File: config.mk
export PLATFORM = sky130hd
export DESIGN_NAME = i3c_top
export DESIGN_NICKNAME = d
export VERILOG_FILES = /design/src/hw/i3c_pkg.sv /design/src/hw/i3c_bus_sequencer.sv /design/src/hw/i3c_cmd_fifo.sv /design/src/hw/i3c_cmd_intake.sv /design/src/hw/i3c_top.sv
export VERILOG_INCLUDE_DIRS = /design/src /design/src/hw
export SDC_FILE = /design/constraint.sdc
export NUM_CORES = 1
export LEC_CHECK = 0
export ABC_CLOCK_PERIOD_IN_PS = 4200
export BUFFER_PORTS_ARGS = -buffer_cell sky130_fd_sc_hd__buf_4
export CORE_ASPECT_RATIO = 1.25
export CORE_UTILIZATION = 40
export CTS_CLUSTER_SIZE = 14
export DETAILED_ROUTE_END_ITERATION = 10
export GPL_ROUTABILITY_DRIVEN = 0
export GPL_TIMING_DRIVEN = 1
export HOLD_SLACK_MARGIN = 0.06
export SYNTH_ARGS = -nofsm -noshare
export SYNTH_HDL_FRONTEND = slang
export SYNTH_SLANG_ARGS = --single-unit
File: constraint.sdc
create_clock -name clk_i -period 4.2 [get_ports clk_i]
set_input_delay 0.84 -clock clk_i [delete_from_list [all_inputs] [get_ports clk_i]]
set_output_delay 0.84 -clock clk_i [all_outputs]
set_load 0.01 [all_outputs]
File: src/hw/i3c_cfg.svh
// Build-time sizes for the command FIFO and the SCL divider
`ifndef I3C_CFG_SVH
`define I3C_CFG_SVH

// Command FIFO entries, a power of two
`define I3C_FIFO_DEPTH 4

// clk_i cycles in each SCL half period
// Keep at 2 or more so SDA can move inside the low phase
`define I3C_SCL_DIV 4

`endif

File: src/hw/i3c_pkg.sv
// Shared types: command payload, drop counter and bus sequencer state
package i3c_pkg;

    // One queued write, address sent before data
    typedef struct packed {
        logic [6:0] addr;
        logic [7:0] data;
    } i3c_cmd_t;

    // Saturating count of writes lost to a full FIFO
    typedef logic [7:0] i3c_drop_cnt_t;

    // Frame sequencing
    typedef enum logic [2:0] {
        IDLE,
        START,
        BITS,
        ACK,
        STOP,
        DONE
    } i3c_seq_state_t;

endpackage

File: src/hw/i3c_bus_sequencer.sv
// Write-frame sequencer: START, address, ACK, data, ACK and STOP on open-drain lines
`timescale 1ns/1ps
`include "i3c_cfg.svh"

module i3c_bus_sequencer (
    input  logic              clk_i,
    input  logic              rst_i,
    input  logic              empty_i,
    input  i3c_pkg::i3c_cmd_t cmd_i,
    input  logic              scl_i,
    input  logic              sda_i,
    output logic              pop_o,
    output logic              scl_o,
    output logic              sda_o,
    output logic              busy_o,
    output logic              done_o,
    output logic              nack_o
);

    import i3c_pkg::*;

    localparam int unsigned DIV   = `I3C_SCL_DIV;
    localparam int unsigned CNT_W = (DIV > 1) ? $clog2(DIV) : 1;
    localparam logic [CNT_W-1:0] LAST = CNT_W'(DIV - 1);
    localparam logic [CNT_W-1:0] MID  = CNT_W'(DIV / 2);

    i3c_seq_state_t   state_q;
    logic [CNT_W-1:0] div_cnt_q;
    logic [2:0]       bit_cnt_q;
    logic             data_phase_q;
    logic             scl_q;
    logic             sda_q;
    logic             nack_q;
    logic [7:0]       shift_q;
    logic [7:0]       data_q;

    logic stretch;
    logic running;
    logic half_end;
    logic low_start;
    logic high_mid;
    logic ack_sample;
    logic ack_bad;
    logic start_frame;

    // Target may still hold SCL low after we release it
    assign stretch  = scl_q && !scl_i;
    assign running  = (state_q != IDLE) && (state_q != DONE);
    assign half_end = running && !stretch && (div_cnt_q == LAST);

    // SDA moves one cycle into the low phase, well clear of the SCL edges
    assign low_start = running && !scl_q && (div_cnt_q == '0);
    assign high_mid  = running && scl_q && !stretch && (div_cnt_q == MID);

    assign ack_sample = (state_q == ACK) && high_mid;
    // Includes a NACK seen in this very cycle
    assign ack_bad    = nack_q || (ack_sample && sda_i);

    assign start_frame = (state_q == IDLE) && !empty_i;

    // Half-period divider, frozen while SCL is stretched
    always_ff @(posedge clk_i) begin
        if (rst_i || !running) begin
            div_cnt_q <= '0;
        end else if (!stretch) begin
            div_cnt_q <= (div_cnt_q == LAST) ? '0 : div_cnt_q + 1'b1;
        end
    end

    always_ff @(posedge clk_i) begin
        if (rst_i) begin
            state_q      <= IDLE;
            scl_q        <= 1'b1;
            sda_q        <= 1'b1;
            bit_cnt_q    <= '0;
            data_phase_q <= 1'b0;
            nack_q       <= 1'b0;
        end else begin
            case (state_q)
                IDLE: begin
                    if (start_frame) begin
                        // START: SDA falls with SCL high
                        sda_q        <= 1'b0;
                        nack_q       <= 1'b0;
                        data_phase_q <= 1'b0;
                        state_q      <= START;
                    end
                end

                START: begin
                    if (half_end) begin
                        scl_q     <= 1'b0;
                        bit_cnt_q <= 3'd7;
                        state_q   <= BITS;
                    end
                end

                BITS: begin
                    if (low_start) begin
                        sda_q <= shift_q[7];
                    end
                    if (half_end) begin
                        scl_q <= !scl_q;
                        // Falling edge ends a bit
                        if (scl_q) begin
                            if (bit_cnt_q == 3'd0) begin
                                state_q <= ACK;
                            end else begin
                                bit_cnt_q <= bit_cnt_q - 1'b1;
                            end
                        end
                    end
                end

                ACK: begin
                    // Release SDA for the target
                    if (low_start) begin
                        sda_q <= 1'b1;
                    end
                    if (ack_sample) begin
                        nack_q <= ack_bad;
                    end
                    if (half_end) begin
                        scl_q <= !scl_q;
                        if (scl_q) begin
                            if (!data_phase_q && !ack_bad) begin
                                bit_cnt_q    <= 3'd7;
                                data_phase_q <= 1'b1;
                                state_q      <= BITS;
                            end else begin
                                // Address NACK skips the data byte
                                state_q <= STOP;
                            end
                        end
                    end
                end

                STOP: begin
                    if (low_start) begin
                        sda_q <= 1'b0;
                    end
                    if (half_end && !scl_q) begin
                        scl_q <= 1'b1;
                    end
                    // STOP: SDA rises with SCL high
                    if (high_mid) begin
                        sda_q <= 1'b1;
                    end
                    if (half_end && scl_q) begin
                        state_q <= DONE;
                    end
                end

                DONE: begin
                    state_q <= IDLE;
                end

                default: begin
                    state_q <= IDLE;
                end
            endcase
        end
    end

    // Byte shifter, loaded with the address then the data byte
    always_ff @(posedge clk_i) begin
        if (start_frame) begin
            shift_q <= {cmd_i.addr, 1'b0};
            data_q  <= cmd_i.data;
        end else if ((state_q == ACK) && half_end && scl_q) begin
            shift_q <= data_q;
        end else if ((state_q == BITS) && half_end && scl_q) begin
            shift_q <= {shift_q[6:0], 1'b0};
        end
    end

    assign pop_o  = start_frame;
    assign scl_o  = scl_q;
    assign sda_o  = sda_q;
    assign busy_o = (state_q != IDLE);
    assign done_o = (state_q == DONE);
    assign nack_o = nack_q;

endmodule

File: src/hw/i3c_cmd_fifo.sv
// Synchronous circular FIFO with a type-parameterized payload
`timescale 1ns/1ps
`include "i3c_cfg.svh"

module i3c_cmd_fifo #(
    parameter type T = logic [7:0]
) (
    input  logic clk_i,
    input  logic rst_i,
    input  logic push_i,
    input  T     push_data_i,
    input  logic pop_i,
    output T     rd_data_o,
    output logic full_o,
    output logic empty_o
);

    localparam int unsigned DEPTH = `I3C_FIFO_DEPTH;
    localparam int unsigned PTR_W = (DEPTH > 1) ? $clog2(DEPTH) : 1;
    localparam int unsigned CNT_W = $clog2(DEPTH + 1);
    localparam logic [PTR_W-1:0] PTR_LAST = PTR_W'(DEPTH - 1);
    localparam logic [CNT_W-1:0] CNT_FULL = CNT_W'(DEPTH);

    T                 mem_q [DEPTH];
    logic [PTR_W-1:0] wr_ptr_q;
    logic [PTR_W-1:0] rd_ptr_q;
    logic [CNT_W-1:0] count_q;
    logic             push_ok;
    logic             pop_ok;

    assign full_o  = (count_q == CNT_FULL);
    assign empty_o = (count_q == '0);

    // Requests against a full or empty buffer are ignored
    assign push_ok = push_i && !full_o;
    assign pop_ok  = pop_i && !empty_o;

    // Head entry always visible
    assign rd_data_o = mem_q[rd_ptr_q];

    always_ff @(posedge clk_i) begin
        if (push_ok) begin
            mem_q[wr_ptr_q] <= push_data_i;
        end
    end

    always_ff @(posedge clk_i) begin
        if (rst_i) begin
            wr_ptr_q <= '0;
            rd_ptr_q <= '0;
            count_q  <= '0;
        end else begin
            if (push_ok) begin
                wr_ptr_q <= (wr_ptr_q == PTR_LAST) ? '0 : wr_ptr_q + 1'b1;
            end
            if (pop_ok) begin
                rd_ptr_q <= (rd_ptr_q == PTR_LAST) ? '0 : rd_ptr_q + 1'b1;
            end
            case ({push_ok, pop_ok})
                2'b10:   count_q <= count_q + 1'b1;
                2'b01:   count_q <= count_q - 1'b1;
                default: count_q <= count_q;
            endcase
        end
    end

endmodule

File: src/hw/i3c_cmd_intake.sv
// Register-write intake that builds commands, pushes them and counts drops
`timescale 1ns/1ps

module i3c_cmd_intake (
    input  logic                   clk_i,
    input  logic                   rst_i,
    input  logic                   wr_en_i,
    input  logic                   wr_sel_i,
    input  logic [7:0]             wr_data_i,
    input  logic                   full_i,
    output logic                   push_o,
    output i3c_pkg::i3c_cmd_t      push_data_o,
    output i3c_pkg::i3c_drop_cnt_t drop_cnt_o
);

    // Register select encoding
    localparam logic SEL_ADDR = 1'b0;
    localparam logic SEL_DATA = 1'b1;

    logic [6:0] addr_q;
    logic       pend_q;
    logic       addr_wr;
    logic       data_wr;
    logic       drop;

    assign addr_wr = wr_en_i && (wr_sel_i == SEL_ADDR);
    assign data_wr = wr_en_i && (wr_sel_i == SEL_DATA);

    // Push goes out the cycle after the strobe, unless the FIFO is full then
    assign push_o = pend_q && !full_i;
    assign drop   = pend_q && full_i;

    // Target address register
    always_ff @(posedge clk_i) begin
        if (rst_i) begin
            addr_q <= '0;
        end else if (addr_wr) begin
            addr_q <= wr_data_i[6:0];
        end
    end

    always_ff @(posedge clk_i) begin
        if (rst_i) begin
            pend_q <= 1'b0;
        end else begin
            pend_q <= data_wr;
        end
    end

    // Command captured with the address held at strobe time
    always_ff @(posedge clk_i) begin
        if (data_wr) begin
            push_data_o <= '{addr: addr_q, data: wr_data_i};
        end
    end

    // Drop counter sticks at all ones
    always_ff @(posedge clk_i) begin
        if (rst_i) begin
            drop_cnt_o <= '0;
        end else if (drop && (drop_cnt_o != '1)) begin
            drop_cnt_o <= drop_cnt_o + 1'b1;
        end
    end

endmodule

File: src/hw/i3c_top.sv
// Top level: command intake, command FIFO, bus sequencer and wired-AND bus lines
`timescale 1ns/1ps

module i3c_top (
    input  logic                   clk_i,
    input  logic                   rst_i,
    input  logic                   wr_en_i,
    input  logic                   wr_sel_i,
    input  logic [7:0]             wr_data_i,
    input  logic                   scl_sim_target_i,
    input  logic                   sda_sim_target_i,
    output logic                   bus_scl_o,
    output logic                   bus_sda_o,
    output logic                   busy_o,
    output logic                   done_o,
    output logic                   nack_o,
    output i3c_pkg::i3c_drop_cnt_t drop_cnt_o
);

    import i3c_pkg::*;

    // Controller plus one simulated target
    localparam int unsigned NUM_DEVICES = 2;

    i3c_cmd_t push_data;
    i3c_cmd_t rd_data;
    logic     push;
    logic     full;
    logic     pop;
    logic     empty;
    logic     ctrl_scl;
    logic     ctrl_sda;

    logic [NUM_DEVICES-1:0] scl_drv;
    logic [NUM_DEVICES-1:0] sda_drv;

    // Open drain, any device pulling low wins
    assign scl_drv   = {scl_sim_target_i, ctrl_scl};
    assign sda_drv   = {sda_sim_target_i, ctrl_sda};
    assign bus_scl_o = &scl_drv;
    assign bus_sda_o = &sda_drv;

    i3c_cmd_intake xi3c_cmd_intake (
        .clk_i,
        .rst_i,
        .wr_en_i,
        .wr_sel_i,
        .wr_data_i,
        .full_i      (full),
        .push_o      (push),
        .push_data_o (push_data),
        .drop_cnt_o
    );

    i3c_cmd_fifo #(
        .T(i3c_cmd_t)
    ) xi3c_cmd_fifo (
        .clk_i,
        .rst_i,
        .push_i      (push),
        .push_data_i (push_data),
        .pop_i       (pop),
        .rd_data_o   (rd_data),
        .full_o      (full),
        .empty_o     (empty)
    );

    i3c_bus_sequencer xi3c_bus_sequencer (
        .clk_i,
        .rst_i,
        .empty_i (empty),
        .cmd_i   (rd_data),
        .scl_i   (bus_scl_o),
        .sda_i   (bus_sda_o),
        .pop_o   (pop),
        .scl_o   (ctrl_scl),
        .sda_o   (ctrl_sda),
        .busy_o,
        .done_o,
        .nack_o
    );

endmodule

== Word level (Yosys, flattened, before mapping) ==
Memories as Yosys holds them, arrays and structs flattened. A register that Yosys moved wholly into a read port is not among the register bits.
Cells that the tools add are included.

* Bits in registers: 66
* RAM bits: 60
* Input port bits: 14
* Output and inout bits: 13
* Word-level logic and storage cells: 159
* Memories kept: 1

* Add/sub/neg operators: 7
* Eq/ne operators: 30
* Mux-type cells: 45
* Bitwise logic cells: 1
* Reduce and logical (&&, ||, !) cells: 57

{| class="wikitable"
|+ Memories
! memory !! words !! width !! rd ports !! clocked after memory_dff !! wr ports !! line !! text
|-
| xi3c_cmd_fifo.mem_q || 4 || 15 || 1 || 1 || 1 || i3c_cmd_fifo.sv:24 || <nowiki>T mem_q [DEPTH];</nowiki>
|}

{| class="wikitable"
|+ Operators with widths
! cell !! count
|-
| two-way mux 3 bit || 16
|-
| logical AND 1 bit || 26
|-
| two-way mux 8 bit || 3
|-
| != test 2 x 1 -> 1 bit (second input constant) || 12
|-
| AND reduction 8 bit || 2
|-
| one-hot mux 3 bit (5 select lines) || 1
|-
| two-way mux 1 bit || 14
|-
| nonzero test 3 bit || 4
|-
| == test 2 bit (second input constant) || 5
|-
| two-way mux 2 bit || 5
|-
| AND reduction 5 bit || 2
|-
| == test 3 bit (second input constant) || 3
|-
| logical NOT 3 bit || 3
|-
| one-hot mux 3 bit (3 select lines) || 1
|-
| adder 8 x 1 -> 8 bit (second input constant) || 1
|-
| logical NOT 1 bit || 8
|-
| != test 8 bit (second input constant) || 1
|-
| adder 2 x 1 -> 2 bit (second input constant) || 3
|-
| == test 3 x 2 -> 1 bit (second input constant) || 2
|-
| != test 2 bit (second input constant) || 3
|-
| one-hot mux 3 bit (2 select lines) || 1
|-
| nonzero test 2 bit || 3
|-
| subtractor 3 x 1 -> 3 bit (second input constant) || 2
|-
| one-hot mux 1 bit (2 select lines) || 2
|-
| 15 further kinds || 17
|}

== Longest topological paths before layout ==
* Depth in word-level cells: 15
* Mapped depth: 11
* Gate-level depth less buffers: 9

== Cells and area by module ==
Synthesis repeated with hierarchy kept, for this count alone.

* Cell total of the unflattened synthesis: 376
* Area, all modules: 5340.1 µm²

{| class="wikitable"
|+ By module, submodules not included
! module !! instances !! cells each !! area an instance (µm²) !! seq. area each (µm²)
|-
| i3c_cmd_fifo || 1 || 132 || 2655.0 || 1981.9
|-
| i3c_bus_sequencer || 1 || 156 || 1526.5 || 710.7
|-
| i3c_cmd_intake || 1 || 86 || 1146.1 || 770.7
|-
| i3c_top || 1 || 2 || 12.5 || 0.0
|}

== Worst setup path before layout ==
No wires, ideal clock.

* Kind: flip-flop to flip-flop
* Start: register xi3c_bus_sequencer.state_q[0]
* End: register xi3c_cmd_fifo.count_q[2]
* Setup time: 0.070 ns
* Arrival: 2.262 ns
* Data required time: 4.130 ns
* Slack: 1.868 ns
* Stages on the path, launching flop included: 12
* Buffers on the path: 2
* Clock period less this slack: 2.332 ns
* Cell sequence: dfxtp_1 > buf_4 > nor3_2 > nand2b_1 > inv_2 > buf_2 > ha_1 > inv_1 > fa_1 > xor2_1 > or3_1 > a21oi_1

* Word-level cells in the longest chain between the ends: 5
* Elaborated cells on any way between the ends: 7
* Those cells by class: eq/ne (2); mux (1); reduce/logical (4)

{| class="wikitable"
|+ RTL lines
! item !! line !! text
|-
| start, declared || i3c_bus_sequencer.sv:27 || <nowiki>i3c_seq_state_t state_q;</nowiki>
|-
| start signal, assigned || i3c_bus_sequencer.sv:72 || <nowiki>state_q <= IDLE;</nowiki>
|-
| start signal, assigned || i3c_bus_sequencer.sv:86 || <nowiki>state_q <= START;</nowiki>
|-
| start signal, assigned || i3c_bus_sequencer.sv:94 || <nowiki>state_q <= BITS;</nowiki>
|-
| logical NOT 3 bit * || i3c_bus_sequencer.sv:59 || <nowiki>assign start_frame = (state_q == IDLE) && !empty_i;</nowiki>
|-
| logical AND 1 bit * || i3c_bus_sequencer.sv:59 ||
|-
| logical AND 1 bit * || i3c_cmd_fifo.sv:36 || <nowiki>assign pop_ok = pop_i && !empty_o;</nowiki>
|-
| net xi3c_cmd_fifo.pop_ok || i3c_cmd_fifo.sv:29 || <nowiki>logic pop_ok;</nowiki>
|-
| == test 2 x 1 -> 1 bit or == test 2 bit (tied branches) || i3c_cmd_fifo.sv:59 || <nowiki>case ({push_ok, pop_ok})</nowiki>
|-
| one-hot mux 3 bit (2 select lines) or nonzero test 2 bit (tied branches) || -- ||
|-
| end signal, assigned || i3c_cmd_fifo.sv:60 || <nowiki>2'b10: count_q <= count_q + 1'b1;</nowiki>
|-
| end signal, assigned || i3c_cmd_fifo.sv:61 || <nowiki>2'b01: count_q <= count_q - 1'b1;</nowiki>
|-
| end signal, assigned || i3c_cmd_fifo.sv:62 || <nowiki>default: count_q <= count_q;</nowiki>
|-
| end, declared || i3c_cmd_fifo.sv:27 || <nowiki>logic [CNT_W-1:0] count_q;</nowiki>
|}

The timed path passes the listed nets; every way through them passes the cells marked *.
A chain may end at the register's enable or synchronous reset.

== Final worst setup path ==
* Start: register xi3c_bus_sequencer.state_q[0]
* End: register xi3c_cmd_fifo.count_q[2]

* Word-level cells in the longest chain between the ends: 5
* Elaborated cells on any way between the ends: 7
* Those cells by class: eq/ne (2); mux (1); reduce/logical (4)

{| class="wikitable"
|+ RTL lines
! item !! line
|-
| logical NOT 3 bit * || i3c_bus_sequencer.sv:59
|-
| logical AND 1 bit * || i3c_bus_sequencer.sv:59
|-
| logical AND 1 bit * || i3c_cmd_fifo.sv:36
|-
| == test 2 x 1 -> 1 bit or == test 2 bit (tied branches) || i3c_cmd_fifo.sv:59
|-
| one-hot mux 3 bit (2 select lines) or nonzero test 2 bit (tied branches) || --
|}

Mark *: on every way between the ends. The rest lies on a longest branch, timed or not.

==> flow_summary.toml <==
[cells_and_area]
area_delta_synth_final_pct = 17.46
final_cell_mix = "edfxtp_1, dfxtp_1, nor2_1"
layout_commonest_cell = "edfxtp_1"
drive_gt1_frac = 0.2118
final_util = 0.4845
insertedDiodeCount = 0
fin_nets = 420
final_cell_area_mm2 = 0.006162
fin_cells = 574

[global_route]
grt_pass1_wl_um = 14440
overflow = 0
grt_pass1_vias = 2951
gr-usage-all-layers = 0.1425
grt_max_degree = 39
antenna_found_initial = 0

[clock_tree]
clk_latency_ns = 0.41
hold_buffers = 0
clockRootBuffer = "clkbuf_16"
cts_made_buffers = 17
cts_setup_buffers = 0
cts_max_level = 4
cts_resized = 0
cts_sinks = 128
tritoncts = "yes"
path_clk_slew_ns = 0.06
clock_path_buffers = 2

[yosys]
synth-simple-area-share = 0.09373
synth_compound_area_frac = 0.06702
synthXorXnorAreaFrac = 0.01336
ys_types = 52
ys_async_sr_fraction = 0
synth_top_family_by_area = "multiplexers"
synth-seq-cells = 128
synth_edf_count = 90
syn_nets = 390
syn-cell-area_mm2 = 0.005246
netlist_instances = 363
synth.area.mux_share = 0.1047
ys_seq_area_frac = 0.6601
synth_ff_type = "edfxtp_1"
syn_area_per_cell_um2 = 14.45
synthAdderAreaFrac = 0.03244
yosysWarnings = 0

[sta]
holdWs_ns = 0.4353
finalSetupViolCount = 0
report.final.slew_viol_count = 0
period_minus_slack_ns = 2.611
tightest_slew_ns = 1.020
finalHoldViolations = 0
fin_skew_ns = 0.01007
finalCritPeriodShare = 0.6216
relSlewSlack = 0.3190
setup_tns_ns = 0
max_freq_mhz = 383.0
rsz0062_at_grt = "false"

[routing]
route.detailed.drc = 0
vias_per_cell = 4.998
first_pass_iters = 5
vias = 2869
avgRoutedWirePerCell_um = 15.16
drt_iter0_drc = 132
wl_um = 8702
antenna_left = 0

[power_and_ir_drop]
power_density_mw_per_mm2 = 583.8
comb_power_share = 0.143
power.internal_w = 0.002646
seq_power_share = 0.459
peakVddDrop_uv = 259.1
switching_share = 0.2646
power_frac_clock = 0.398
p_sw_w = 0.0009520
leakage_nw = 2.203

[run_status]
outcome = "complete, no violations"

[critical_path]
r2r_cells = 9
r2r_slack_ns = 1.59
cp_max_fo = 19
r2r_end = "xi3c_cmd_fifo.count_q[2]$_SDFFE_PP0P_"
worstReg2RegStart = "xi3c_bus_sequencer.state_q[0]$_SDFFE_PP0P_"
cp-startpoint = "xi3c_bus_sequencer.state_q[0]$_SDFFE_PP0P_"
crit_arrival_ns = 2.95
cp_data_required_time_ns = 4.54
end_kind = "flop"
critPathKind = "flop to flop"
crit_end = "xi3c_cmd_fifo.count_q[2]$_SDFFE_PP0P_"
start_kind = "flop"

[floorplanning]
design.core.area_mm2 = 0.01272
die_w_um = 104.4
die_area_mm2 = 0.01358
die_height_um = 130.0
pin_count = 27
start_util = 0.4125
rows = 46

[place]
io_buffers = 26
dp_cells = 542
placed_cell_area_mm2 = 0.005577
dp_hpwl_um = 5732

[job]
max-cap-violations = 0

[hold_path]
hold_path.class = "flop to flop"
[cells in the mapped netlist (all sizes together) (3+ instances only)]
library cell	count	area share
mux4	15	0.064
or3	3	0.0036
a221oi	3	0.0050
xor2	8	0.013
nand3	6	0.0067
mux2i	20	0.038
and3	7	0.010
nor2b	4	0.0048
nor2	28	0.020
dfxtp	38	0.15
and2	7	0.0083
a31oi	3	0.0048
ha	12	0.029
edfxtp	90	0.52
a21oi	10	0.0095
clkbuf	6	0.0043
buf	9	0.010
nand2b	5	0.0060
o21ai	14	0.013
o211ai	4	0.0067
nor3	7	0.0076
inv	20	0.014
nand2	20	0.014
[state kept, by name (all words and copies together), names as in the netlist, 2 cells and up, named ones only]
| name | flops |
|---|---|
| xi3c_bus_sequencer.data_q | 8 |
| xi3c_cmd_fifo.wr_ptr_q | 2 |
| xi3c_bus_sequencer.bit_cnt_q | 3 |
| xi3c_cmd_fifo.count_q | 3 |
| xi3c_bus_sequencer.div_cnt_q | 2 |
| xi3c_bus_sequencer.state_q | 3 |
| xi3c_cmd_fifo.mem_q | 60 |
| xi3c_bus_sequencer.shift_q | 8 |
| xi3c_cmd_intake.drop_cnt_o | 8 |
| xi3c_cmd_intake.push_data_o | 15 |
| xi3c_cmd_intake.addr_q | 7 |
| xi3c_cmd_fifo.rd_ptr_q | 2 |
[metrics by stage]
stage          power, W  setup slack (ns)
3_5_place_dp   0.002206             1.577
2_1_floorplan  0.002058             1.868
4_1_cts        0.003644             1.567
3_3_place_gp   0.002182             1.690
6_report       0.003598             1.589
5_1_grt        0.003784             1.332
[worst max-delay path, stage by stage, from the launching register on]
cell and delay [ns]:
dfxtp_1 0.50, nor3_2 0.30, nand2b_1 0.21, inv_2 0.26
ha_1 0.23, inv_1 0.06, fa_1 0.38, xor2_1 0.16
or3_1 0.31, a21oi_1 0.14
[power groups by stage]
stage                     clock network [W]  registers [W]  logic, W
after floorplan                           0        0.00161  0.000453
after global placement                    0        0.00168  0.000506
after detailed placement                  0        0.00168  0.000521
after CTS                           0.00146        0.00166  0.000524
after global routing                0.00152        0.00168  0.000581
final                               0.00143        0.00165  0.000513
[cell families (layout without fill, tap and decap cells)]
| logic type | Yosys count | count (layout) |
|---|---|---|
| AOI/OAI and AO/OA | 48 | 48 |
| xor gates and xnor gates | 8 | 8 |
| adders and majority gates | 13 | 13 |
| buffers and inverters | 35 | 78 |
| DFF | 128 | 128 |
| muxes | 36 | 36 |
| and+or+nand+nor | 95 | 95 |
[area by class of cell]
type                    instances  area, µm²
repair buffers                 26      195.2
multi-input cells             200       1633
well taps                     168      210.2
inverters                      20      75.07
fillers                      1082       6558
flip-flops and latches        128       3463
clock inverters                14      156.4
clock buffers                  18      429.2
[routing by layer]
layer  routed length [µm]  share of wire  GRT usage
met5                    0              0          0
met3                  284          0.033    0.05345
met2                 4522           0.52     0.2470
met1                 3778           0.43     0.1614
met4                  116          0.013    0.05210
[worst min-delay path by stage]
stage	from	to	slack [ns]	depth (start not counted)
after global routing	xi3c_cmd_intake.addr_q[5]$_SDFFE_PP0P_	xi3c_cmd_intake.push_data_o[13]$_DFFE_PP_	0.44	0
after detailed placement	xi3c_cmd_intake.addr_q[0]$_SDFFE_PP0P_	xi3c_cmd_intake.push_data_o[8]$_DFFE_PP_	0.42	0
after floorplan	xi3c_cmd_intake.addr_q[2]$_SDFFE_PP0P_	xi3c_cmd_intake.push_data_o[10]$_DFFE_PP_	0.41	0
after CTS	xi3c_cmd_intake.addr_q[0]$_SDFFE_PP0P_	xi3c_cmd_intake.push_data_o[8]$_DFFE_PP_	0.44	0
final	xi3c_cmd_intake.addr_q[0]$_SDFFE_PP0P_	xi3c_cmd_intake.push_data_o[8]$_DFFE_PP_	0.44	0
after global placement	xi3c_cmd_intake.addr_q[4]$_SDFFE_PP0P_	xi3c_cmd_intake.push_data_o[12]$_DFFE_PP_	0.42	0
(Power assumes the default switching activity.)
